==> src/rtl/rv_pkg.sv <==
package rv_pkg;

	// ------------------------------------------------------------------
	// widths and basic types
	// ------------------------------------------------------------------
	localparam int XLEN = 32;
	localparam int REG_ADDR_W = 5;
	// instruction memory is word addressed
	localparam int PC_W = 8;
	localparam int IMEM_DEPTH = 1 << PC_W;

	typedef logic [XLEN-1:0] word_t;
	typedef logic [REG_ADDR_W-1:0] reg_addr_t;
	typedef logic [PC_W-1:0] pc_t;

	// ------------------------------------------------------------------
	// opcodes and funct3 codes of the supported subset
	// ------------------------------------------------------------------
	localparam logic [6:0] OPC_OP = 7'b0110011;
	localparam logic [6:0] OPC_OP_IMM = 7'b0010011;
	localparam logic [6:0] OPC_LUI = 7'b0110111;

	localparam logic [2:0] F3_ADD_SUB = 3'b000;
	localparam logic [2:0] F3_SLL = 3'b001;
	localparam logic [2:0] F3_SLT = 3'b010;
	localparam logic [2:0] F3_SLTU = 3'b011;
	localparam logic [2:0] F3_XOR = 3'b100;
	localparam logic [2:0] F3_SRL_SRA = 3'b101;
	localparam logic [2:0] F3_OR = 3'b110;
	localparam logic [2:0] F3_AND = 3'b111;

	// alu operation, pass_b serves lui
	typedef enum logic [3:0] {
		alu_add, alu_sub, alu_sll, alu_slt, alu_sltu, alu_xor,
		alu_srl, alu_sra, alu_or, alu_and, alu_pass_b
	} alu_op_e;

	// controller state, one instruction walks fetch .. writeback
	typedef enum logic [2:0] {
		st_idle, st_fetch, st_fetch_wait, st_decode,
		st_read, st_execute, st_writeback, st_halted
	} ctrl_state_e;

endpackage
==> src/rtl/reg_file.sv <==
`timescale 1ns/1ns

module reg_file import rv_pkg::*; (
	input logic clk,
	input logic rst,
	input reg_addr_t rs1_addr,
	input reg_addr_t rs2_addr,
	output word_t rs1_data,
	output word_t rs2_data,
	input logic rd_we,
	input reg_addr_t rd_addr,
	input word_t rd_data,
	input reg_addr_t dbg_addr,
	output word_t dbg_data
);

	// x1 .. x31, x0 has no storage
	word_t regs [1:31];

	// write port, index zero dropped
	always_ff @(posedge clk or negedge rst)
	begin
		if (!rst)
		begin
			for (int i = 1; i < 32; i++)
				regs[i] <= '0;
		end
		else if (rd_we && rd_addr != '0)
		begin
			regs[rd_addr] <= rd_data;
		end
	end

	// combinational reads, x0 forced to zero
	assign rs1_data = (rs1_addr == '0) ? '0 : regs[rs1_addr];
	assign rs2_data = (rs2_addr == '0) ? '0 : regs[rs2_addr];
	// debug port for observing the file from outside
	assign dbg_data = (dbg_addr == '0) ? '0 : regs[dbg_addr];

endmodule

==> config.mk <==
export PLATFORM = sky130hd
export DESIGN_NAME = reg_file
export DESIGN_NICKNAME = d
export VERILOG_FILES = /design/src/rtl/rv_pkg.sv /design/src/rtl/reg_file.sv
export SDC_FILE = /design/constraint.sdc
export NUM_CORES = 2
export LEC_CHECK = 0
export BUFFER_PORTS_ARGS = -buffer_cell sky130_fd_sc_hd__buf_2
export CAP_MARGIN = 20
export CORE_ASPECT_RATIO = 1.4
export CORE_MARGIN = 1.5
export CORE_UTILIZATION = 55
export CTS_BUF_LIST = sky130_fd_sc_hd__clkbuf_8
export CTS_CLUSTER_DIAMETER = 50
export DETAILED_ROUTE_END_ITERATION = 10
export PLACE_DENSITY = 0.71
export SLEW_MARGIN = 0
export SYNTH_ARGS = -nofsm -noshare
export SYNTH_HDL_FRONTEND = slang
export SYNTH_SLANG_ARGS = --single-unit
==> constraint.sdc <==
create_clock -name clk -period 4.1 [get_ports clk]
set_input_delay 0.205 -clock clk [delete_from_list [all_inputs] [get_ports clk]]
set_output_delay 0.205 -clock clk [all_outputs]
set_load 0.1 [all_outputs]
# After elaboration in Yosys (flattened, before gate mapping)
# Cells that the tools add are included.
# Widths: inputs -> output; s select.
[op_classes]
n_reduce_logical = 6
magnitude_cmp = 5
mux = 15
n_bitwise = 4
[op_table]
columns = ["op", "n"]
rows = [
  ["$bwmux 992", 1],
  ["$bmux 32 s5", 3],
  ["$mux 32", 10],
  ["$demux 32 s5", 1],
  ["$ge 6x6->1 const B", 4],
  ["$not 5->6", 4],
  ["$logic_not 5->1", 3],
  ["$lt 6x1->1 const B", 1],
  ["$reduce_bool 5->1", 1],
  ["$logic_and 1x1->1", 2],
]
[word_totals]
out_inout_bits = 96
elab_cells = 61
reg_bits = 992
inputBits = 55

# Logic depth before layout (Yosys ltp)
[depth]
word_depth = 6
mapped_depth = 9
mapped_depth_nobuf = 5

# Least setup slack after synthesis
# OpenSTA, ideal clock, no wires.
[synth_path]
path_kind = "input to output"
from = "in rs2_addr[0]"
to = "out rs2_data[11]"
path_stages = 8
setup_slack_ns = 0.467
required_time_ns = 3.895
t_arrival_ns = 3.428
path_buffers = 4
path_cell_list = "buf_4 -> buf_4 -> buf_2 -> buf_1 -> nor2_1 -> a21oi_1 -> a21oi_1 -> o21ai_0"
[synth_between]
elab_chain_cells = 5
elab_cells_between_ends = 6
cone_classes = "mux (4); bitwise (1); reduce/logical (1)"
[synth_rtl]
columns = ["element", "line_no", "source"]
rows = [
  ["from (decl)", "reg_file.sv:7", "input reg_addr_t rs2_addr,"],
  ["$not 5->6 (implied by the code)", "reg_file.sv:36", "assign rs2_data = (rs2_addr == '0) ? '0 : regs[rs2_addr];"],
  ["$bmux 32 s5", "reg_file.sv:36", ""],
  ["$mux 32 (implied by the code) (2 in series)", "reg_file.sv:36", ""],
  ["$mux 32 (*)", "reg_file.sv:36", ""],
  ["to (decl)", "reg_file.sv:9", "output word_t rs2_data,"],
]
# Every way passes the cells marked *; elsewhere a longest branch is shown, timed or not. The select of a mux whose other input is x is not followed.

# Worst setup path after layout
[layout_path]
from = "reg regs[796] (netlist bit)"
to = "out dbg_data[28]"
[layout_between]
elab_chain_cells = 4
[layout_rtl]
columns = ["element", "line_no", "source"]
rows = [
  ["from (decl)", "reg_file.sv:18", "word_t regs [1:31];"],
  ["from (signal, indexed assignment)", "reg_file.sv:30", "regs[rd_addr] <= rd_data;"],
  ["$bmux 32 s5", "reg_file.sv:38", "assign dbg_data = (dbg_addr == '0) ? '0 : regs[dbg_addr];"],
  ["$mux 32 (implied by the code) (2 in series)", "reg_file.sv:38", ""],
  ["$mux 32", "reg_file.sv:38", ""],
  ["to (decl)", "reg_file.sv:14", "output word_t dbg_data"],
]
# No other way between the ends. The select of a mux whose other input is x is not followed.

==> impl_summary.log <==
[metrics] number of hold violations in the final report: 0
[metrics] highest net fanout along the worst path: 4
[metrics] nets@finish: 4,683
[metrics] HPWL after detailed placement: 123,000 um
[metrics] Gate Count Post-Synth: 4,648
[metrics] net count of the mapped netlist: 4,703
[metrics] filler cell count in the final layout: 8,500
[metrics] number of nets still failing antenna checks after routing: 0
[metrics] clock insertion delay at the later pin of the skew report: 0.86 ns
[metrics] combinational family with the most area after synthesis: multiplexers
[metrics] worst clock skew on the final layout: 0 ns
[metrics] Worst-Margin Slew: 1.16 ns
[metrics] worst setup path class: register to output port
[metrics] pin count of the biggest net entering global routing: 130
[metrics] total wirelength of the detailed-routed design: 211,000 um
[metrics] Synth Area in Simple Gates: 0.0513
[metrics] clock tree from TritonCTS: built
[metrics] overall die area: 114,000 um^2
[metrics] core region area: 111,000 um^2
[metrics] area overhead of the layout relative to synthesis: 12.0%
[metrics] normalized max-slew margin: 0.221
[metrics] leading cell types in the layout, fill and taps excluded: sky130_fd_sc_hd__mux2_2 (1,107), sky130_fd_sc_hd__dfrtp_1 (992), sky130_fd_sc_hd__mux4_2 (585)
[metrics] via count normalized by instance count: 7.31
[metrics] worst vdd rail ir drop: 0.403 mV
[metrics] post-layout min period: 3.46 ns
[metrics] TritonCTS buffer count: 157
[metrics] Power Dens Cells: 471 nW/um^2
[metrics] CTS HTree Levels: 4
[metrics] nature of the critical path endpoint: output port
[metrics] total congestion overflow: 0
[metrics] total number of vias: 45,600
[metrics] violation count after the first detailed-route iteration: 5,627
[metrics] flop and latch count out of synthesis: 992
[metrics] number of clock sinks: 992
[metrics] Clock Tree Buf Depth: 3
[metrics] result of the run: complete, no violations
[metrics] number of search-and-repair iterations in the first detailed-routing pass: 8
[metrics] overall power after layout: 32.5 mW
[metrics] Post-Syn Area: 61,700 um^2
[metrics] wire length of the first global-routing pass: 311,000 um
[metrics] Setup TNS: 0 ns
[metrics] WL/cell: 33.8 um
[metrics] data required time at the worst endpoint: 3.89 ns
[metrics] die extent in x: 286 um
[metrics] number of flip-flops in the largest register: 992
[metrics] initial antenna violation count: 4
[metrics] clock-pin slew of the registers on the worst-case setup and hold paths: 0.06 ns
[metrics] mux contribution to synthesized area: 0.453
[metrics] share of final-layout standard cells stronger than drive strength 1: 0.479
[metrics] most common library cell in the layout ignoring fill and taps: sky130_fd_sc_hd__mux2_2
[metrics] num ports: 151
[metrics] leakage power: 29.4 nW
[metrics] arrival time at the worst endpoint: 3.25 ns
[metrics] adder and majority cell fraction of the synthesized area: 0
[metrics] DRC: 0
[metrics] number of core rows: 145
[metrics] reported max-cap violation count: 0
[metrics] kind of start point of the critical path: register
[metrics] registers with the highest flip-flop counts: regs: 992 flops
[metrics] register ranked first by flip-flop count: regs
[metrics] Port Buffers: 150
[metrics] synthesized area per cell: 13.3 um^2
[metrics] die span in y: 399 um
[metrics] effective utilization at floorplan: 0.554
[metrics] path category of the worst min-delay check: input port to async pin
[metrics] GP Congestion: 0.872
[metrics] total of endpoints with negative setup slack in the final report: 0
[metrics] Max Clk Rate: 289 MHz
[metrics] Yosys Warn Count: 0
[metrics] number of global-route vias before repair: 46,600
[metrics] ratio of final minimum period to clock period: 0.843
[metrics] XOR/XNOR share of the synthesized area: 0
[metrics] number of slew-limit violations in the final report: 0
[metrics] post-synthesis sequential area ratio: 0.402
[metrics] share of the core filled with cells in the final layout: 0.620
[metrics] post-CTS setup repair buffer count: 0
[metrics] Distinct cells, synth: 40
[metrics] compound-cell area share of the yosys netlist: 0.0550
[metrics] All-Layer GR Usage: 0.372
[metrics] CTS root buffer: sky130_fd_sc_hd__clkbuf_8
[metrics] unrepaired setup endpoints after global routing: false
-- critical path: stages (launching register included) --
cell and delay [ns]:
sky130_fd_sc_hd__dfrtp_1 0.40, sky130_fd_sc_hd__mux4_2 0.48, sky130_fd_sc_hd__nor2b_1 0.16, sky130_fd_sc_hd__nor3_1 0.07
sky130_fd_sc_hd__a21oi_1 0.55, sky130_fd_sc_hd__o21ai_0 0.42, sky130_fd_sc_hd__buf_12 0.28
-- cell usage after synthesis (all sizes together) --
cell type | n | area [um^2]
a211oi | 3 | 22.5
a21oi | 195 | 976
a221oi | 90 | 788
a22oi | 24 | 180
a311oi | 5 | 43.8
a31oi | 10 | 62.6
a32oi | 2 | 17.5
and2 | 3 | 18.8
and3 | 6 | 37.5
and3b | 1 | 8.76
buf | 293 | 1530
clkbuf | 219 | 822
clkinv | 2 | 7.51
dfrtp | 992 | 24800
mux2 | 1107 | 12500
mux2i | 215 | 2150
mux4 | 591 | 13300
nand2 | 346 | 1300
nand2b | 3 | 18.8
nand3 | 69 | 345
nand3b | 6 | 45.0
nor2 | 97 | 364
nor2b | 101 | 632
nor3 | 69 | 345
nor3b | 4 | 30.0
o211ai | 69 | 518
o21ai | 79 | 395
o221ai | 15 | 131
o22ai | 7 | 43.8
o32a | 15 | 150
o32ai | 7 | 61.3
or2 | 1 | 6.26
or3 | 1 | 6.26
or3b | 1 | 8.76
-- path summary, 6_finish.rpt --
path,slack [ns],startpoint,to,cells after the start
max,0.64,regs[796],dbg_data[28],6
min,0.12,rst,regs[294],3
max reg2reg,3.25,regs[954],regs[954],1
min reg2reg,0.55,regs[258],regs[258],1
max in group asynchronous,3.17,rst,regs[208],3
min in group clk,0.21,rd_addr[1],regs[746],4
-- where the power goes --
part	switching, mW	internal [mW]	total (mW)
Clock	4.22	4.98	9.20
Sequential	1.92	11.7	13.6
Combinational	4.64	5.08	9.72
-- per-stage QoR --
stage | std cells | instance area [um^2] | setup WS [ns] | hold WS (ns)
after floorplan | 4648 | 61700 | 0.467 | -0.0906
after global placement | 5903 | 65300 | 0.838 | 0.217
after detailed placement | 5905 | 65300 | 0.936 | 0.221
after CTS | 6225 | 69100 | 0.781 | 0.0850
after global routing | 6226 | 69100 | 0.702 | 0.113
final | 6228 | 69100 | 0.644 | 0.117
-- cells by family after synthesis --
family / Yosys count
compound gates: 521
flops: 992
buf+inv: 514
mux: 1913
simple gates: 708
-- timing repair --
| item | in CTS | in global routing |
|---|---|---|
| gates resized for setup | 0 | 0 |
| hold buffers | 34 | 0 |
| hold endpoints to repair | 1674 | 0 |
-- area by class of cell --
class | count | area (um^2) | share of cell area
repair buffers | 333 | 4270 | 0.0617
diodes | 3 | 7.51 | 0.000109
clock buffers | 205 | 2820 | 0.0408
well taps | 1470 | 1840 | 0.0266
flip-flops and latches | 992 | 24800 | 0.359
clock inverters | 81 | 574 | 0.00831
multi-input cells | 3142 | 34700 | 0.503
inverters | 2 | 12.5 | 0.000181
-- metal layers --
layer | track usage | up-vias | share of wire
met1 | 0.474 | 23700 | 0.36
met5 | 0 | - | 0.00011
met2 | 0.568 | 3129 | 0.46
met3 | 0.104 | 781 | 0.11
met4 | 0.226 | 4 | 0.069
li1 | - | 17900 | -
Power figures use the tool's default switching activity.
