--- src/rtl/rv_pkg.sv ---
package rv_pkg;

	// ------------------------------------------------------------------
	// widths and basic types
	// ------------------------------------------------------------------
	localparam int XLEN = 32;
	localparam int REG_ADDR_W = 5;
	// instruction memory is word addressed
	localparam int PC_W = 8;
	localparam int IMEM_DEPTH = 1 << PC_W;

	typedef logic [XLEN-1:0] word_t;
	typedef logic [REG_ADDR_W-1:0] reg_addr_t;
	typedef logic [PC_W-1:0] pc_t;

	// ------------------------------------------------------------------
	// opcodes and funct3 codes of the supported subset
	// ------------------------------------------------------------------
	localparam logic [6:0] OPC_OP = 7'b0110011;
	localparam logic [6:0] OPC_OP_IMM = 7'b0010011;
	localparam logic [6:0] OPC_LUI = 7'b0110111;

	localparam logic [2:0] F3_ADD_SUB = 3'b000;
	localparam logic [2:0] F3_SLL = 3'b001;
	localparam logic [2:0] F3_SLT = 3'b010;
	localparam logic [2:0] F3_SLTU = 3'b011;
	localparam logic [2:0] F3_XOR = 3'b100;
	localparam logic [2:0] F3_SRL_SRA = 3'b101;
	localparam logic [2:0] F3_OR = 3'b110;
	localparam logic [2:0] F3_AND = 3'b111;

	// alu operation, pass_b serves lui
	typedef enum logic [3:0] {
		alu_add, alu_sub, alu_sll, alu_slt, alu_sltu, alu_xor,
		alu_srl, alu_sra, alu_or, alu_and, alu_pass_b
	} alu_op_e;

	// controller state, one instruction walks fetch .. writeback
	typedef enum logic [2:0] {
		st_idle, st_fetch, st_fetch_wait, st_decode,
		st_read, st_execute, st_writeback, st_halted
	} ctrl_state_e;

endpackage
--- src/rtl/imem_bus_if.sv ---
`timescale 1ns/1ns

interface imem_bus_if import rv_pkg::*; ();
	// req is a plain strobe, held until gnt is seen
	logic req;
	logic gnt;
	logic we;
	pc_t addr;
	word_t wdata;
	// valid one cycle after a granted read
	word_t rdata;

	// requester side
	modport master (output req, output we, output addr, output wdata, input gnt, input rdata);
	// arbiter side facing a requester
	modport arb (input req, input we, input addr, input wdata, output gnt, output rdata);
	// memory side, memory never stalls so it has no gnt
	modport mem (input req, input we, input addr, input wdata, output rdata);

endinterface

--- src/rtl/control_fsm.sv ---
`timescale 1ns/1ns

module control_fsm import rv_pkg::*; (
	input logic clk,
	input logic rst,
	input logic start,
	output logic done,
	imem_bus_if.master fetch_bus,
	output reg_addr_t rs1_addr,
	output reg_addr_t rs2_addr,
	input word_t rs1_data,
	input word_t rs2_data,
	output logic rd_we,
	output reg_addr_t rd_addr,
	output word_t rd_data,
	output alu_op_e alu_op,
	output word_t alu_a,
	output word_t alu_b,
	input word_t alu_y
);

	ctrl_state_e state;
	ctrl_state_e state_nxt;
	pc_t pc;
	word_t ir;

	// instruction fields
	logic [6:0] opcode;
	logic [2:0] funct3;
	logic f7_b5;
	word_t imm_i;
	word_t imm_u;

	// decode results, operands and alu result
	alu_op_e op_q;
	word_t imm_q;
	logic use_imm_q;
	logic valid_q;
	word_t a_q;
	word_t b_q;
	word_t res_q;

	// ------------------------------------------------------------------
	// field split
	// ------------------------------------------------------------------
	assign opcode = ir[6:0];
	assign funct3 = ir[14:12];
	// funct7 bit 5 separates sub from add and sra from srl
	assign f7_b5 = ir[30];
	assign imm_i = {{(XLEN-12){ir[31]}}, ir[31:20]};
	assign imm_u = {ir[31:12], 12'b0};

	assign rs1_addr = ir[19:15];
	assign rs2_addr = ir[24:20];
	assign rd_addr = ir[11:7];

	// opcode, funct3 and funct7 bit 5 to alu op
	function automatic alu_op_e decode_op(input logic [6:0] opc, input logic [2:0] f3,
		input logic alt);
		alu_op_e op;
		op = alu_add;
		if (opc == OPC_LUI)
			op = alu_pass_b;
		else
			case (f3)
				// addi has no subtract form
				F3_ADD_SUB: op = (opc == OPC_OP && alt) ? alu_sub : alu_add;
				F3_SLL: op = alu_sll;
				F3_SLT: op = alu_slt;
				F3_SLTU: op = alu_sltu;
				F3_XOR: op = alu_xor;
				F3_SRL_SRA: op = alt ? alu_sra : alu_srl;
				F3_OR: op = alu_or;
				F3_AND: op = alu_and;
			endcase
		return op;
	endfunction

	// ------------------------------------------------------------------
	// state machine
	// ------------------------------------------------------------------
	always_comb
	begin
		state_nxt = state;
		case (state)
			st_idle, st_halted:
				if (start)
					state_nxt = st_fetch;
			// stall here while the loader owns the memory
			st_fetch:
				if (fetch_bus.gnt)
					state_nxt = st_fetch_wait;
			// all-zero word stops the core
			st_fetch_wait:
				state_nxt = (fetch_bus.rdata == '0) ? st_halted : st_decode;
			st_decode:
				state_nxt = st_read;
			st_read:
				state_nxt = st_execute;
			st_execute:
				state_nxt = st_writeback;
			st_writeback:
				state_nxt = st_fetch;
			default:
				state_nxt = st_idle;
		endcase
	end

	always_ff @(posedge clk or negedge rst)
	begin
		if (!rst)
		begin
			state <= st_idle;
			pc <= '0;
			done <= 1'b0;
		end
		else
		begin
			state <= state_nxt;
			if ((state == st_idle || state == st_halted) && start)
			begin
				// restart from word 0
				pc <= '0;
				done <= 1'b0;
			end
			else if (state == st_fetch_wait && state_nxt == st_halted)
				done <= 1'b1;
			else if (state == st_writeback)
				pc <= pc + pc_t'(1);
		end
	end

	// ------------------------------------------------------------------
	// datapath registers, loaded one stage at a time
	// ------------------------------------------------------------------
	always_ff @(posedge clk)
	begin
		case (state)
			st_fetch_wait:
				ir <= fetch_bus.rdata;
			st_decode:
			begin
				op_q <= decode_op(opcode, funct3, f7_b5);
				use_imm_q <= (opcode != OPC_OP);
				imm_q <= (opcode == OPC_LUI) ? imm_u : imm_i;
				// anything else retires without writeback
				valid_q <= (opcode == OPC_OP) || (opcode == OPC_OP_IMM) || (opcode == OPC_LUI);
			end
			st_read:
			begin
				a_q <= rs1_data;
				b_q <= use_imm_q ? imm_q : rs2_data;
			end
			st_execute:
				res_q <= alu_y;
			default:
			begin
			end
		endcase
	end

	// fetch is read only
	assign fetch_bus.req = (state == st_fetch);
	assign fetch_bus.we = 1'b0;
	assign fetch_bus.addr = pc;
	assign fetch_bus.wdata = '0;

	assign alu_op = op_q;
	assign alu_a = a_q;
	assign alu_b = b_q;

	// single write pulse in writeback
	assign rd_we = (state == st_writeback) && valid_q;
	assign rd_data = res_q;

endmodule

--- src/flat_wrapper.sv ---
// flat-port wrapper written by rule: the top's interface ports become plain ports
module control_fsm_flat import rv_pkg::*;
  (clk, rst, start, done, rs1_addr, rs2_addr, rs1_data, rs2_data, rd_we, rd_addr, rd_data, alu_op, alu_a, alu_b, alu_y, fetch_bus_req, fetch_bus_we, fetch_bus_addr, fetch_bus_wdata, fetch_bus_gnt, fetch_bus_rdata);
  imem_bus_if fetch_bus_i ();
  input logic clk;
  input logic rst;
  input logic start;
  output logic done;
  output reg_addr_t rs1_addr;
  output reg_addr_t rs2_addr;
  input word_t rs1_data;
  input word_t rs2_data;
  output logic rd_we;
  output reg_addr_t rd_addr;
  output word_t rd_data;
  output alu_op_e alu_op;
  output word_t alu_a;
  output word_t alu_b;
  input word_t alu_y;
  output wire logic [$bits(fetch_bus_i.req)-1:0] fetch_bus_req;
  output wire logic [$bits(fetch_bus_i.we)-1:0] fetch_bus_we;
  output wire logic [$bits(fetch_bus_i.addr)-1:0] fetch_bus_addr;
  output wire logic [$bits(fetch_bus_i.wdata)-1:0] fetch_bus_wdata;
  input wire logic [$bits(fetch_bus_i.gnt)-1:0] fetch_bus_gnt;
  input wire logic [$bits(fetch_bus_i.rdata)-1:0] fetch_bus_rdata;
  assign fetch_bus_req = fetch_bus_i.req;
  assign fetch_bus_we = fetch_bus_i.we;
  assign fetch_bus_addr = fetch_bus_i.addr;
  assign fetch_bus_wdata = fetch_bus_i.wdata;
  assign fetch_bus_i.gnt = fetch_bus_gnt;
  assign fetch_bus_i.rdata = fetch_bus_rdata;
  control_fsm u_core (.clk(clk), .rst(rst), .start(start), .done(done), .fetch_bus(fetch_bus_i), .rs1_addr(rs1_addr), .rs2_addr(rs2_addr), .rs1_data(rs1_data), .rs2_data(rs2_data), .rd_we(rd_we), .rd_addr(rd_addr), .rd_data(rd_data), .alu_op(alu_op), .alu_a(alu_a), .alu_b(alu_b), .alu_y(alu_y));
endmodule
--- config.mk ---
export PLATFORM = sky130hd
export DESIGN_NAME = control_fsm_flat
export DESIGN_NICKNAME = d
export VERILOG_FILES = /design/src/rtl/rv_pkg.sv /design/src/rtl/imem_bus_if.sv /design/src/rtl/control_fsm.sv /design/src/flat_wrapper.sv
export SDC_FILE = /design/constraint.sdc
export NUM_CORES = 1
export LEC_CHECK = 0
export BUFFER_PORTS_ARGS = -buffer_cell sky130_fd_sc_hd__buf_2
export CAP_MARGIN = 0
export CORE_MARGIN = 2
export CORE_UTILIZATION = 40
export DETAILED_ROUTE_END_ITERATION = 6
export PLACE_DENSITY = 0.76
export SETUP_SLACK_MARGIN = 0.5
export SYNTH_ARGS = -nofsm -noshare
export SYNTH_HDL_FRONTEND = slang
export SYNTH_SLANG_ARGS = --single-unit
--- constraint.sdc ---
create_clock -name clk -period 7.8 [get_ports clk]
set_input_delay 1.17 -clock clk [delete_from_list [all_inputs] [get_ports clk]]
set_output_delay 1.17 -clock clk [all_outputs]
set_load 0.005 [all_outputs]
After elaboration in Yosys (flattened, before gate mapping)

Index checks and enable logic that the tools add are counted.

Multiplexer cells: 14
Equal/unequal tests: 20
Reduce and logical (&&, ||, !) cells: 14
$add $sub $neg: 1

Operator list:

| kind                                                | count |
|---|---|
| logical NOT 32 bit                                  | 1 |
| two-way mux 32 bit                                  | 1 |
| one-hot mux 4 bit (8 select lines)                  | 1 |
| two-way mux 31 bit                                  | 1 |
| equality test 3 bit, second input constant          | 9 |
| two-way mux 8 bit                                   | 3 |
| one-hot mux 3 bit (7 select lines)                  | 1 |
| equality test 7 x 6 -> 1 bit, second input constant | 2 |
| equality test 3 x 2 -> 1 bit, second input constant | 4 |
| two-way mux 3 bit                                   | 3 |
| adder 8 x 1 -> 8 bit, second input constant         | 1 |
| equality test 7 x 5 -> 1 bit, second input constant | 1 |
| != test 7 x 6 -> 1 bit, second input constant       | 1 |
| equality test 3 x 1 -> 1 bit, second input constant | 2 |
| logical NOT 3 bit                                   | 2 |
| logical AND 1 bit                                   | 4 |
| two-way mux 1 bit                                   | 4 |
| nonzero test 2 bit                                  | 2 |
| logical OR 1 bit                                    | 3 |
| != test 2 x 1 -> 1 bit, second input constant       | 1 |
| AND reduction 2 bit                                 | 1 |
| OR reduction 2 bit                                  | 1 |

Output and inout bits: 159
Logic and storage cells: 61
Register bits: 178

Logic depth before layout (Yosys ltp)

Word-level depth: 7
Gate-level depth with buffers: 6
Mapped depth without buffers: 5

Worst setup path after synthesis

OpenSTA, ideal clock, no wires.

Path type: reg-to-reg
From: register u_core.state[1]
To: register u_core.a_q[0], in the netlist u_core.alu_a[0] (enable)
Arrival: 4985 ps
Required time: 7235 ps
Setup slack: 2251 ps
Setup time: 565 ps
Clock period less this slack: 5549 ps
Stages on the path, launching flop included: 3
Path through: dfrtp_1 clkbuf_1 nor3_1

Word-level cells in the longest chain between the ends: 1

Ends and longest elaborated chain:

| item                   | line               | text |
|---|---|---|
| from (decl)            | control_fsm.sv:22  | `ctrl_state_e state;` |
| from (signal assigned) | control_fsm.sv:113 | `state <= st_idle;` |
| from (signal assigned) | control_fsm.sv:119 | `state <= state_nxt;` |
| equality test 3 bit    | control_fsm.sv:138 | `case (state)` |
| to (signal assigned)   | control_fsm.sv:151 | `a_q <= rs1_data;` |
| to (decl)              | control_fsm.sv:39  | `word_t a_q;` |

Every way passes these cells.
A chain may end at the register's enable or synchronous reset.

Worst setup path in the final report

From: register u_core.state[1]
To: output port rd_we

Word-level cells in the longest chain between the ends: 2

Ends and longest elaborated chain:

| item                | line               | text |
|---|---|---|
| equality test 3 bit | control_fsm.sv:173 | `assign rd_we = (state == st_writeback) && valid_q;` |
| logical AND 1 bit   | control_fsm.sv:173 |  |
| to (decl)           | flat_wrapper.sv:13 | `output logic rd_we;` |

Every way passes these cells.

==> results.ini <==
[setup_path]
critPathKind=flop to primary output
required_ps=6630
crit_arrival_ps=1650
r2r_cells=6
cp-startpoint=u_core.state[1]
r2r_slack_ps=5710
endpoint_kind=primary output
r2r_end=u_core.imm_q[28]
cp_max_fo=14
cp-start-kind=flop
timing.rr.start=u_core.ir[3]

[yosys]
synth_edf_count=166
synth_area_sq_um=6810
synth-seq-area-share_pct=77.6
ys_warn_count=0
synthCells=389
ys_ff_latch=178
ys_async_sr_fraction_pct=6.74
avgSynthCellArea_sq_um=17.5
synth-main-ff-cell=edfxtp_1
ys_types=39

[status]
status=complete, no violations

[floorplanning]
die_h_microns=134
dieArea_sq_um=18100
ios=291
die_w_microns=134
core_area_sq_um=16600
rows=47
start_util_pct=41.0

[placement]
gp_congestion=0.761
place_area_sq_um=8120
numPortBuffers=257
placed_cells=843
dpl.hpwl_microns=10700
dp_slack_ps=4950

[worst_hold_path]
worstHoldStart=u_core.ir[31]
holdPathStages=0
hold_end=u_core.imm_q[31]
hold_path_class=flop to flop

[cells_and_area]
nets=775
final_core_util_pct=52.4
antenna_cells=0
fin_area_sq_um=8690
multi_input_area_sq_um=1210
drive_gt1_share_pct=50.8
fin_cells=875
syn_to_final_growth_pct=27.6
register_area_sq_um=5290
nFillCells=1431

[clock_network]
cts_sinks=178
clock_latency_ps=420
cts_resized=0
cts_root_buf=clkbuf_16
cts_tree=yes
clock_path_buffers=2
ctsHoldBuffers=0
numCtsBuffers=17
clk_pin_slew_ps=70
htree_levels=4
post_cts_buffers=0

[routing]
wl_per_cell_microns=16.7
wl_met2_microns=7590
highest-signal-layer=met4
vias=3959
drtAntennaViolNets=0
drt_wl_total_microns=14600
viasPerCell=4.52
drtPass1Iterations=4
drc=0
drt_first_iter_violations=253
route.met3.wl_microns=1150
met1Wirelength_microns=5650

[grt]
grt_pass1_wl_microns=21100
antenna_found_initial=0
grt_max_degree=65
grt_use_total_pct=15.6
grt_pass1_vias=3955
overflow=0

[sta]
tightestPinTransition_ps=898
final_max_slew_viol_count=0
skew_ps=10.1
min_period_over_period_pct=36.2
hold_viol=0
hold_slack_ps=443
tns_ps=0
fin_crit_ps=2820
fmax_mhz=355
setup_viol=0
maxSlewHeadroom_pct=40.1
fin_ws_ps=4980
grt_setup_unrepaired=no

[pwr]
power.total_mw=2.69
ir_drop_v=0.000167
p_leak_nw=3.63
powerDensity_nw_per_um2=310

[job]
maxCapViolations=0

-- cell type report --
cell class                      instances  area share, %
Clock inverter                         14           1.58
Multi-Input combinational cell        176           13.9
Timing Repair Buffer                  263           15.3
Inverter                                6          0.259
Tap cell                              220           3.17
Clock buffer                           18           4.94
Sequential cell                       178           60.8
-- where the power goes --
group / switching [mW] / total [mW] / internal, mW
clock: 0.379 / 0.829 / 0.450
sequential: 0.0870 / 1.41 / 1.32
combinational: 0.264 / 0.453 / 0.188
total: 0.730 / 2.69 / 1.96
-- how the worst max path moves through the flow --
stage | end | slack, ps | depth (start not counted)
2_1_floorplan | u_core.alu_a[0] | 2250 | 2
6_report | rd_we | 4980 | 3
5_1_grt | rd_we | 4860 | 3
3_5_place_dp | u_core.done | 4950 | 5
4_1_cts | rd_we | 4940 | 3
3_3_place_gp | u_core.done | 5000 | 5
-- placed cells by master, fill, tap and decap left out, types with 2 or more instances in the layout --
| cell | n |
|---|---|
| nor2b_1 | 12 |
| o21ai_0 | 3 |
| nand3b_1 | 2 |
| a21oi_1 | 4 |
| inv_6 | 7 |
| dfrtp_1 | 12 |
| or3_1 | 3 |
| clkbuf_16 | 17 |
| inv_1 | 6 |
| conb_1 | 33 |
| edfxtp_1 | 166 |
| mux2_2 | 32 |
| a21o_1 | 19 |
| buf_4 | 6 |
| nand2_1 | 8 |
| nor3_1 | 4 |
| nand3_1 | 4 |
| nand2b_1 | 2 |
| nor4_1 | 6 |
| nor2_1 | 15 |
| xor2_1 | 3 |
| xnor2_1 | 3 |
| inv_8 | 2 |
| buf_2 | 257 |
| nand4_1 | 4 |
| clkinvlp_4 | 2 |
-- cell usage after synthesis, types with 2 or more instances --
cell,count,area (sq um)
xor2_1,3,26.3
nor2_1,16,60.1
inv_1,6,22.5
nand3_1,4,20.0
o21ai_0,3,15.0
nand2b_1,2,12.5
or3_1,3,18.8
edfxtp_1,166,4980
mux2_2,32,360
clkbuf_1,3,11.3
nor4_1,6,37.5
xnor2_1,3,26.3
dfrtp_1,12,300
a21oi_1,4,20.0
buf_2,10,50.1
nand4_1,4,25.0
nor2b_1,12,75.1
and3_1,2,12.5
nor3_1,5,25.0
nand3b_1,2,15.0
a21o_1,19,143
buf_4,48,360
nand2_1,8,30.0
-- cells by family after synthesis --
| family | count (synthesis) | synth area share (%) |
|---|---|---|
| DFF | 178 | 77.6 |
| adders and majority gates | 1 | 0.184 |
| xor gates and xnor gates | 6 | 0.772 |
| other | 1 | 0.0551 |
| buffers and inverters | 67 | 6.53 |
| muxes | 33 | 5.44 |
| AOI/OAI and AO/OA | 34 | 3.75 |
| and+or+nand+nor | 69 | 5.62 |
-- critical path: stages (launching register included) --
cell,delay (ps)
dfrtp_1,590
nand3b_1,310
nor2_1,200
buf_2,140
-- sequential cells by signal, indices dropped and copies added (netlist names) --
name                   cells
u_core.fetch_bus.addr      8
u_core.ir                 32
u_core.rd_data            32
u_core.done                1
u_core.use_imm_q           1
u_core.state               3
u_core.alu_b              32
u_core.alu_a              32
u_core.valid_q             1
u_core.alu_op              4
u_core.imm_q              32
-- routing by layer --
layer | track usage (%) | vias up
met2 | 26.7 | 187
met5 | 0 | -
met3 | 4.99 | 11
met1 | 18.3 | 1874
met4 | 5.91 | 0
li1 | - | 1887
Note: power is estimated with default switching activity, not from simulation.
