==> src/rtl/rv_pkg.sv <==
package rv_pkg;

	// ------------------------------------------------------------------
	// widths and basic types
	// ------------------------------------------------------------------
	localparam int XLEN = 32;
	localparam int REG_ADDR_W = 5;
	// instruction memory is word addressed
	localparam int PC_W = 8;
	localparam int IMEM_DEPTH = 1 << PC_W;

	typedef logic [XLEN-1:0] word_t;
	typedef logic [REG_ADDR_W-1:0] reg_addr_t;
	typedef logic [PC_W-1:0] pc_t;

	// ------------------------------------------------------------------
	// opcodes and funct3 codes of the supported subset
	// ------------------------------------------------------------------
	localparam logic [6:0] OPC_OP = 7'b0110011;
	localparam logic [6:0] OPC_OP_IMM = 7'b0010011;
	localparam logic [6:0] OPC_LUI = 7'b0110111;

	localparam logic [2:0] F3_ADD_SUB = 3'b000;
	localparam logic [2:0] F3_SLL = 3'b001;
	localparam logic [2:0] F3_SLT = 3'b010;
	localparam logic [2:0] F3_SLTU = 3'b011;
	localparam logic [2:0] F3_XOR = 3'b100;
	localparam logic [2:0] F3_SRL_SRA = 3'b101;
	localparam logic [2:0] F3_OR = 3'b110;
	localparam logic [2:0] F3_AND = 3'b111;

	// alu operation, pass_b serves lui
	typedef enum logic [3:0] {
		alu_add, alu_sub, alu_sll, alu_slt, alu_sltu, alu_xor,
		alu_srl, alu_sra, alu_or, alu_and, alu_pass_b
	} alu_op_e;

	// controller state, one instruction walks fetch .. writeback
	typedef enum logic [2:0] {
		st_idle, st_fetch, st_fetch_wait, st_decode,
		st_read, st_execute, st_writeback, st_halted
	} ctrl_state_e;

endpackage
==> src/rtl/alu.sv <==
`timescale 1ns/1ns

module alu import rv_pkg::*; (
	input alu_op_e op,
	input word_t a,
	input word_t b,
	output word_t y
);

	// shift amount is the low five bits of b for both reg and imm forms
	logic [4:0] shamt;
	logic lt_signed;
	logic lt_unsigned;

	assign shamt = b[4:0];
	assign lt_signed = $signed(a) < $signed(b);
	assign lt_unsigned = a < b;

	always_comb
	begin
		case (op)
			alu_add:
				y = a + b;
			alu_sub:
				y = a - b;
			alu_sll:
				y = a << shamt;
			// set-less-than results are zero extended
			alu_slt:
				y = {{(XLEN-1){1'b0}}, lt_signed};
			alu_sltu:
				y = {{(XLEN-1){1'b0}}, lt_unsigned};
			alu_xor:
				y = a ^ b;
			alu_srl:
				y = a >> shamt;
			// arithmetic shift keeps the sign bit
			alu_sra:
				y = $signed(a) >>> shamt;
			alu_or:
				y = a | b;
			alu_and:
				y = a & b;
			// lui, b already holds the upper immediate
			alu_pass_b:
				y = b;
			default:
				y = '0;
		endcase
	end

endmodule

==> config.mk <==
export PLATFORM = sky130hd
export DESIGN_NAME = alu
export DESIGN_NICKNAME = d
export VERILOG_FILES = /design/src/rtl/rv_pkg.sv /design/src/rtl/alu.sv
export SDC_FILE = /design/constraint.sdc
export NUM_CORES = 1
export LEC_CHECK = 0
export BUFFER_PORTS_ARGS = -buffer_cell sky130_fd_sc_hd__buf_4
export CELL_PAD_IN_SITES_DETAIL_PLACEMENT = 0
export CELL_PAD_IN_SITES_GLOBAL_PLACEMENT = 1
export CORE_MARGIN = 8
export CORE_UTILIZATION = 48
export DETAILED_ROUTE_END_ITERATION = 12
export GPL_TIMING_DRIVEN = 1
export PLACE_DENSITY = 0.95
export SLEW_MARGIN = 10
export SYNTH_ARGS = -nofsm -noshare
export SYNTH_HDL_FRONTEND = slang
export SYNTH_SLANG_ARGS = --single-unit
==> constraint.sdc <==
create_clock -name vclk -period 8.3
set_clock_uncertainty 0.1 [all_clocks]
set_input_delay 0.415 -clock vclk [all_inputs]
set_output_delay 0.415 -clock vclk [all_outputs]
set_load 0.02 [all_outputs]
After elaboration in Yosys (flattened, before gate mapping). Cells that the tools add are included.

Add/subtract/negate cells: 2. Magnitude comparators: 2. Eq/ne operators: 10. Shift operators: 3. Multiplexer cells: 1. Bitwise operators: 3. Reduce and logical (&&, ||, !) cells: 1.

Operator list (number): case mux 32 bit (11 select lines) (1); less-than comparator 32 bit (2); adder 32 bit (1); AND 32 bit (1); OR 32 bit (1); left shift 32 x 5 -> 32 bit (1); >> shifter 32 x 5 -> 32 bit (1); >>> shifter 32 x 5 -> 32 bit (1); subtractor 32 bit (1); XOR 32 bit (1); equality test 4 x 3 -> 1 bit (second input constant) (4); equality test 4 bit (second input constant) (3); equality test 4 x 2 -> 1 bit (second input constant) (2); equality test 4 x 1 -> 1 bit (second input constant) (1); logical NOT 4 bit (1).

Register bits: 0. Bits of input ports: 68. Output and inout bits: 32.

Depth between registers and ports, before layout. Gate-level depths: netlist of run 1.

Word-level depth: 2. Depth in mapped cells: 15.

Worst setup path before layout of run 1. OpenSTA, ideal clock, no wires.

Kind: input port to output port. Start point: in b[2]. End point: out y[24]. Data arrival time: 3.897 ns. Data required time: 7.785 ns. Slack: 3.888 ns. Cell stages on the path: 15. Buffers on the path: 4. Path through: clkbuf_1 inv_2 buf_1 buf_1 ha_1 buf_2 nor2b_1 o31a_1 o21ai_1 o41ai_2 a41oi_2 or3_1 o221ai_1 nor2_1 o21ai_0.

Longest elaborated chain between the ends: 2.

Ends and longest elaborated chain: start, declared (line alu.sv:6) `input word_t b,`; subtractor 32 bit, or another cell as far along (line alu.sv:25) `y = a - b;`; case mux 32 bit (11 select lines) * (line alu.sv:21) `case (op)`; end, declared (line alu.sv:7) `output word_t y`.

Mark *: on every way between the ends. The rest lies on a longest branch, timed or not.

Final worst setup path of run 1.
Start point: in b[3]. End point: out y[31].

The elaborated chain is that of the path after synthesis.

==> impl_metrics.xml, run 1 <==
<?xml version="1.0" encoding="UTF-8"?>
<metrics>
  <group name="sta">
    <metric name="setup_total_negative_slack" unit="ps">0</metric>
    <metric name="max_clock_freq" unit="MHz">182.8</metric>
    <metric name="rsz0062_at_grt" unit="">false</metric>
    <metric name="fraction_of_the_cycle_the_final_worst_path_needs" unit="%">65.91</metric>
    <metric name="finalSetupViolCount" unit="">0</metric>
    <metric name="tightest_slew" unit="ps">1042</metric>
    <metric name="fin_worst_hold_slack" unit="ps">1275</metric>
    <metric name="report.final.slew_viol_count" unit="">0</metric>
    <metric name="final_worst_path_period_need" unit="ps">5471</metric>
    <metric name="maxSlewHeadroom" unit="%">30.36</metric>
    <metric name="finalWorstSetupSlack" unit="ps">2829</metric>
    <metric name="hold_viol_final" unit="">0</metric>
  </group>
  <group name="synthesis">
    <metric name="post-synth-top-area-fraction" unit="%">13.48</metric>
    <metric name="synth_top_area_cell" unit="">ha_1</metric>
    <metric name="yosysWarningCount" unit="">0</metric>
    <metric name="yosys-top-cells-area" unit="">ha_1 (13%), a21oi_1 (7.4%), nor2_1 (7.4%)</metric>
    <metric name="synth.yosys.seq_area_share" unit="%">0</metric>
    <metric name="avgSynthCellArea" unit="um^2">6.473</metric>
    <metric name="postSynthNetCount" unit="">1604</metric>
    <metric name="yosysUniqueCellTypes" unit="">74</metric>
    <metric name="postSynthCellCount" unit="">1434</metric>
    <metric name="post_synth_instance_area" unit="um^2">9283</metric>
  </group>
  <group name="power">
    <metric name="leakagePower" unit="nW">4.315</metric>
    <metric name="pwr_total" unit="mW">0.7701</metric>
    <metric name="max-vdd-ir-drop" unit="mV">0.04708</metric>
    <metric name="p_per_area" unit="nW/um^2">76.84</metric>
  </group>
  <group name="finish">
    <metric name="sequential_cell_total" unit="">0</metric>
    <metric name="instances_no_fill" unit="">1704</metric>
    <metric name="clock_buffers" unit="">0</metric>
    <metric name="commonest_non_fill_non_tap_cells_in_the_layout" unit="">nor2_1 (182), nand2_1 (141), a21oi_1 (138)</metric>
    <metric name="commonest_non_fill_non_tap_cell_in_the_layout" unit="">nor2_1</metric>
    <metric name="seqCellArea" unit="um^2">0</metric>
    <metric name="diodes" unit="">0</metric>
    <metric name="fillers" unit="">2024</metric>
    <metric name="syn2layout_area_growth" unit="%">7.953</metric>
    <metric name="fin_nets" unit="">1611</metric>
    <metric name="proportion_of_layout_cells_with_a_drive_suffix_above_1" unit="%">12.65</metric>
  </group>
  <group name="floorplan">
    <metric name="rows" unit="">51</metric>
    <metric name="fp.dieH" unit="um">155.1</metric>
    <metric name="initial_core_util" unit="%">48.33</metric>
    <metric name="fp.coreArea" unit="um^2">19210</metric>
    <metric name="io_pins" unit="">100</metric>
    <metric name="die_width" unit="um">155.1</metric>
    <metric name="die_area" unit="um^2">24050</metric>
  </group>
  <group name="detailed_routing">
    <metric name="dr_total_vias" unit="">12043</metric>
    <metric name="dr_drc_count" unit="">0</metric>
    <metric name="routedWlPerCell" unit="um">27.21</metric>
    <metric name="drt-pass1-iter-count" unit="">8</metric>
    <metric name="antenna_left" unit="">0</metric>
    <metric name="drt_wl_total" unit="mm">46.37</metric>
    <metric name="first_iter_violations" unit="">1962</metric>
    <metric name="avgViaCountPerCell" unit="">7.067</metric>
  </group>
  <group name="grt">
    <metric name="grt_util_all_layers" unit="%">36.39</metric>
    <metric name="grt_start_max_net_pins" unit="">102</metric>
    <metric name="grt_antenna_before_repair" unit="">0</metric>
    <metric name="grt_remaining_overflow" unit="">0</metric>
    <metric name="wire_length_of_the_first_global_routing_pass" unit="mm">68.32</metric>
    <metric name="first_global_vias" unit="">11018</metric>
  </group>
  <group name="setup_path">
    <metric name="worstPathArrival" unit="ps">4960</metric>
    <metric name="cp.required" unit="ps">7790</metric>
    <metric name="worstSetupEndpointType" unit="">output pin</metric>
    <metric name="crit_type" unit="">in2out</metric>
    <metric name="critical_path_peak_fanout" unit="">101</metric>
    <metric name="critPathLaunchType" unit="">input pin</metric>
  </group>
  <group name="flow_run">
    <metric name="timing.max_cap.violations" unit="">0</metric>
  </group>
  <group name="worst_hold_path">
    <metric name="class_of_the_tightest_hold_or_removal_check" unit="">in2out</metric>
    <metric name="hold_path_startpoint" unit="">b[5]</metric>
    <metric name="hold-path-endpoint" unit="">y[5]</metric>
    <metric name="timing.hold.worst_path_depth" unit="">6</metric>
  </group>
  <group name="placement">
    <metric name="routabilityCongestion" unit="">1.040</metric>
    <metric name="post-dp-hpwl" unit="mm">36.55</metric>
    <metric name="number_of_buffers_added_on_ports" unit="">100</metric>
    <metric name="detailedPlace.worstSlack" unit="ps">2978</metric>
    <metric name="dpl.cell_count" unit="">1704</metric>
  </group>
  <group name="clock_network">
    <metric name="post_cts_resized" unit="">0</metric>
    <metric name="post_cts_buffers" unit="">0</metric>
    <metric name="holdBufCountCts" unit="">0</metric>
  </group>
  <group name="run_status">
    <metric name="status" unit="">complete, no violations</metric>
  </group>
</metrics>
worst max path at each step:
stage                     from  endpoint  slack [ps]
final                     b[3]     y[31]        2830
after global routing      b[3]     y[31]        2530
after global placement    b[3]     y[24]        3060
after floorplan           b[2]     y[24]        3890
after CTS                 b[3]     y[23]        2970
after detailed placement  b[3]     y[23]        2980
worst max-delay path, cell delays in order:
cell and delay (ps):
buf_4 680, inv_1 660, ha_1 620, a221oi_1 370
a21oi_1 180, a2111o_1 480, a211o_1 370, a31oi_1 310
nor3_1 100, o311ai_0 330, o32a_1 230, buf_4 140
layer usage:
metal / vias up / part of all wire (%) / global-route usage (%)
met2: 870 / 42 / 54.10
met3: 120 / 12 / 5.742
li1: 5357 / - / -
met1: 5696 / 41 / 51.72
met4: 0 / 4.3 / 13.16
met5: - / 0 / 0
through the flow:
step | cell area, um^2 | util [%]
floorplan | 9283 | -
global placement | 10020 | 52.17
detailed placement | 10020 | 52.17
CTS | 10020 | 52.17
global route | 10020 | 52.17
finish | 10020 | 52.17
power by group:
group	internal (mW)	switching, mW	total, mW
Clock	0	0	0
Combinational	0.266	0.504	0.770
Sequential	0	0	0
Total	0.266	0.504	0.770
Yosys cell counts (14+ instances only):
master / n
nor2b_1: 18
inv_1: 103
nor2_1: 183
a21o_1: 14
clkbuf_1: 73
o22ai_1: 18
a31oi_1: 17
o21ai_0: 108
nor3_1: 40
ha_1: 100
a221oi_1: 20
a21oi_1: 138
nor4_1: 15
mux2_2: 15
buf_2: 21
mux4_2: 27
o2111ai_1: 14
o211ai_1: 35
nand3_1: 27
a211oi_1: 18
mux2i_1: 55
nand2_1: 141
kinds of logic after synthesis:
family	synth area share (%)
buffers and inverters	9.300
multiplexers	14.58
AO/OA/AOI/OAI	36.73
AND/OR/NAND/NOR	24.15
XOR/XNOR	1.321
adder cells (fa/ha/maj)	13.91
cell type report:
class	instances	area (um^2)	share of cell area (%)
Multi-Input combinational cell	1220	8436	84.18
Timing Repair Buffer	115	863.3	8.615
Inverter	104	390.4	3.896
Tap cell	265	331.6	3.309
(Power assumes the default switching activity.)
==> run 2: changes to the inputs <==
Settings changed: CORE_UTILIZATION 48 to 40, PLACE_DENSITY 0.95 to 0.89.
Clock period 8.3 ns to 4.9 ns, I/O delays scaled along.
==> impl_metrics.xml, run 2 (synthesis gave the netlist of run 1 again) <==
<?xml version="1.0" encoding="UTF-8"?>
<metrics>
  <group name="finish">
    <metric name="sequential_cell_total" unit="">0</metric>
    <metric name="proportion_of_layout_cells_with_a_drive_suffix_above_1" unit="%">13.43</metric>
    <metric name="seqCellArea" unit="um^2">0</metric>
    <metric name="fillers" unit="">2458</metric>
    <metric name="syn2layout_area_growth" unit="%">9.301</metric>
    <metric name="commonest_non_fill_non_tap_cells_in_the_layout" unit="">nor2_1 (182), nand2_1 (141), a21oi_1 (138)</metric>
    <metric name="commonest_non_fill_non_tap_cell_in_the_layout" unit="">nor2_1</metric>
    <metric name="fin_nets" unit="">1624</metric>
    <metric name="clock_buffers" unit="">0</metric>
  </group>
  <group name="detailed_routing">
    <metric name="dr_drc_count" unit="">0</metric>
    <metric name="met2_wirelength" unit="mm">19.62</metric>
    <metric name="antenna_left" unit="">0</metric>
    <metric name="wl_met3" unit="mm">5.824</metric>
    <metric name="drt-pass1-iter-count" unit="">8</metric>
    <metric name="dr_total_vias" unit="">12112</metric>
    <metric name="avgViaCountPerCell" unit="">6.969</metric>
    <metric name="routedWlPerCell" unit="um">26.64</metric>
    <metric name="drt_wl_total" unit="mm">46.31</metric>
    <metric name="first_iter_violations" unit="">1965</metric>
    <metric name="met1_length" unit="mm">18.67</metric>
    <metric name="routed.top_layer" unit="">met5</metric>
  </group>
  <group name="setup_path">
    <metric name="crit_type" unit="">in2out</metric>
    <metric name="worstPathArrival" unit="ps">3800</metric>
    <metric name="cp.required" unit="ps">4550</metric>
    <metric name="timing.critical_path.from" unit="">b[1]</metric>
    <metric name="worstSetupEndpointType" unit="">output pin</metric>
    <metric name="critPathLaunchType" unit="">input pin</metric>
    <metric name="critical_path_peak_fanout" unit="">21</metric>
  </group>
  <group name="grt">
    <metric name="grt_start_max_net_pins" unit="">98</metric>
    <metric name="grt_antenna_before_repair" unit="">2</metric>
    <metric name="grt_util_all_layers" unit="%">30.90</metric>
    <metric name="grt_remaining_overflow" unit="">0</metric>
    <metric name="first_global_vias" unit="">11197</metric>
    <metric name="wire_length_of_the_first_global_routing_pass" unit="mm">68.75</metric>
  </group>
  <group name="clock_network">
    <metric name="post_cts_resized" unit="">0</metric>
    <metric name="holdBufCountCts" unit="">0</metric>
    <metric name="post_cts_buffers" unit="">0</metric>
  </group>
  <group name="sta">
    <metric name="rsz0062_at_grt" unit="">false</metric>
    <metric name="fraction_of_the_cycle_the_final_worst_path_needs" unit="%">84.66</metric>
    <metric name="final_worst_path_period_need" unit="ps">4148</metric>
    <metric name="max_clock_freq" unit="MHz">241.1</metric>
    <metric name="finalSetupViolCount" unit="">0</metric>
    <metric name="tightest_slew" unit="ps">1090</metric>
    <metric name="maxSlewHeadroom" unit="%">26.78</metric>
    <metric name="hold_viol_final" unit="">0</metric>
    <metric name="report.final.slew_viol_count" unit="">0</metric>
    <metric name="setup_total_negative_slack" unit="ps">0</metric>
  </group>
  <group name="placement">
    <metric name="post-dp-hpwl" unit="mm">36.93</metric>
    <metric name="routabilityCongestion" unit="">1.084</metric>
    <metric name="number_of_buffers_added_on_ports" unit="">100</metric>
  </group>
  <group name="floorplan">
    <metric name="die_area" unit="um^2">28340</metric>
    <metric name="fp.dieH" unit="um">168.3</metric>
    <metric name="initial_core_util" unit="%">40.88</metric>
    <metric name="rows" unit="">55</metric>
    <metric name="io_pins" unit="">100</metric>
    <metric name="die_width" unit="um">168.3</metric>
    <metric name="fp.coreArea" unit="um^2">22710</metric>
  </group>
  <group name="worst_hold_path">
    <metric name="class_of_the_tightest_hold_or_removal_check" unit="">in2out</metric>
    <metric name="hold_path_startpoint" unit="">b[23]</metric>
  </group>
  <group name="flow_run">
    <metric name="timing.max_cap.violations" unit="">0</metric>
  </group>
  <group name="run_status">
    <metric name="status" unit="">complete, no violations</metric>
  </group>
</metrics>
## run 2: changes by cell type in the layout (fill, tap and decap cells not counted), sizes merged
cell | previous run | this run
buf | 115 | 128
diode | 0 | 1
## run 2: worst max-delay path, cell delays in order
cell,delay [ps]
buf_4,240
inv_1,260
ha_1,370
or2_2,300
a221oi_1,400
a21oi_1,160
a2111o_1,460
a211o_1,380
a31oi_1,210
nor3_1,80
o311ai_0,330
o32a_1,220
buf_4,140
## run 2: final cells by class
cell class                      count  area (um^2)  area share (%)
Timing Repair Buffer              128        960.9           9.471
Inverter                          104        390.4           3.848
Antenna cell                        1        2.502         0.02466
Multi-Input combinational cell   1220         8436           83.14
Tap cell                          285        356.6           3.515
## run 2: per-stage QoR
| step | hold WS, ps | cell area, um^2 | instances | utilization [%] | worst slack, ps |
|---|---|---|---|---|---|
| global placement | 950.8 | 10140 | 1737 | 44.67 | 805.5 |
| detailed placement | 950.1 | 10140 | 1737 | 44.67 | 749.5 |
| floorplan | 679.2 | 9283 | 1434 | - | 827.5 |
| CTS | 950.3 | 10140 | 1737 | 44.67 | 749.1 |
| global route | 966.1 | 10140 | 1737 | 44.67 | 518.9 |
| finish | 951.0 | 10150 | 1738 | 44.68 | 751.8 |
## run 2: layer usage
metal  global-route usage [%]  vias up
met2                    46.68      866
met1                    42.59     5716
met5                        0        -
met3                    5.917      146
li1                         -     5380
met4                    11.65        4
## run 2: final timing paths
check	to	slack, ps	cells after the start
min	y[23]	950	5
max	y[31]	750	13
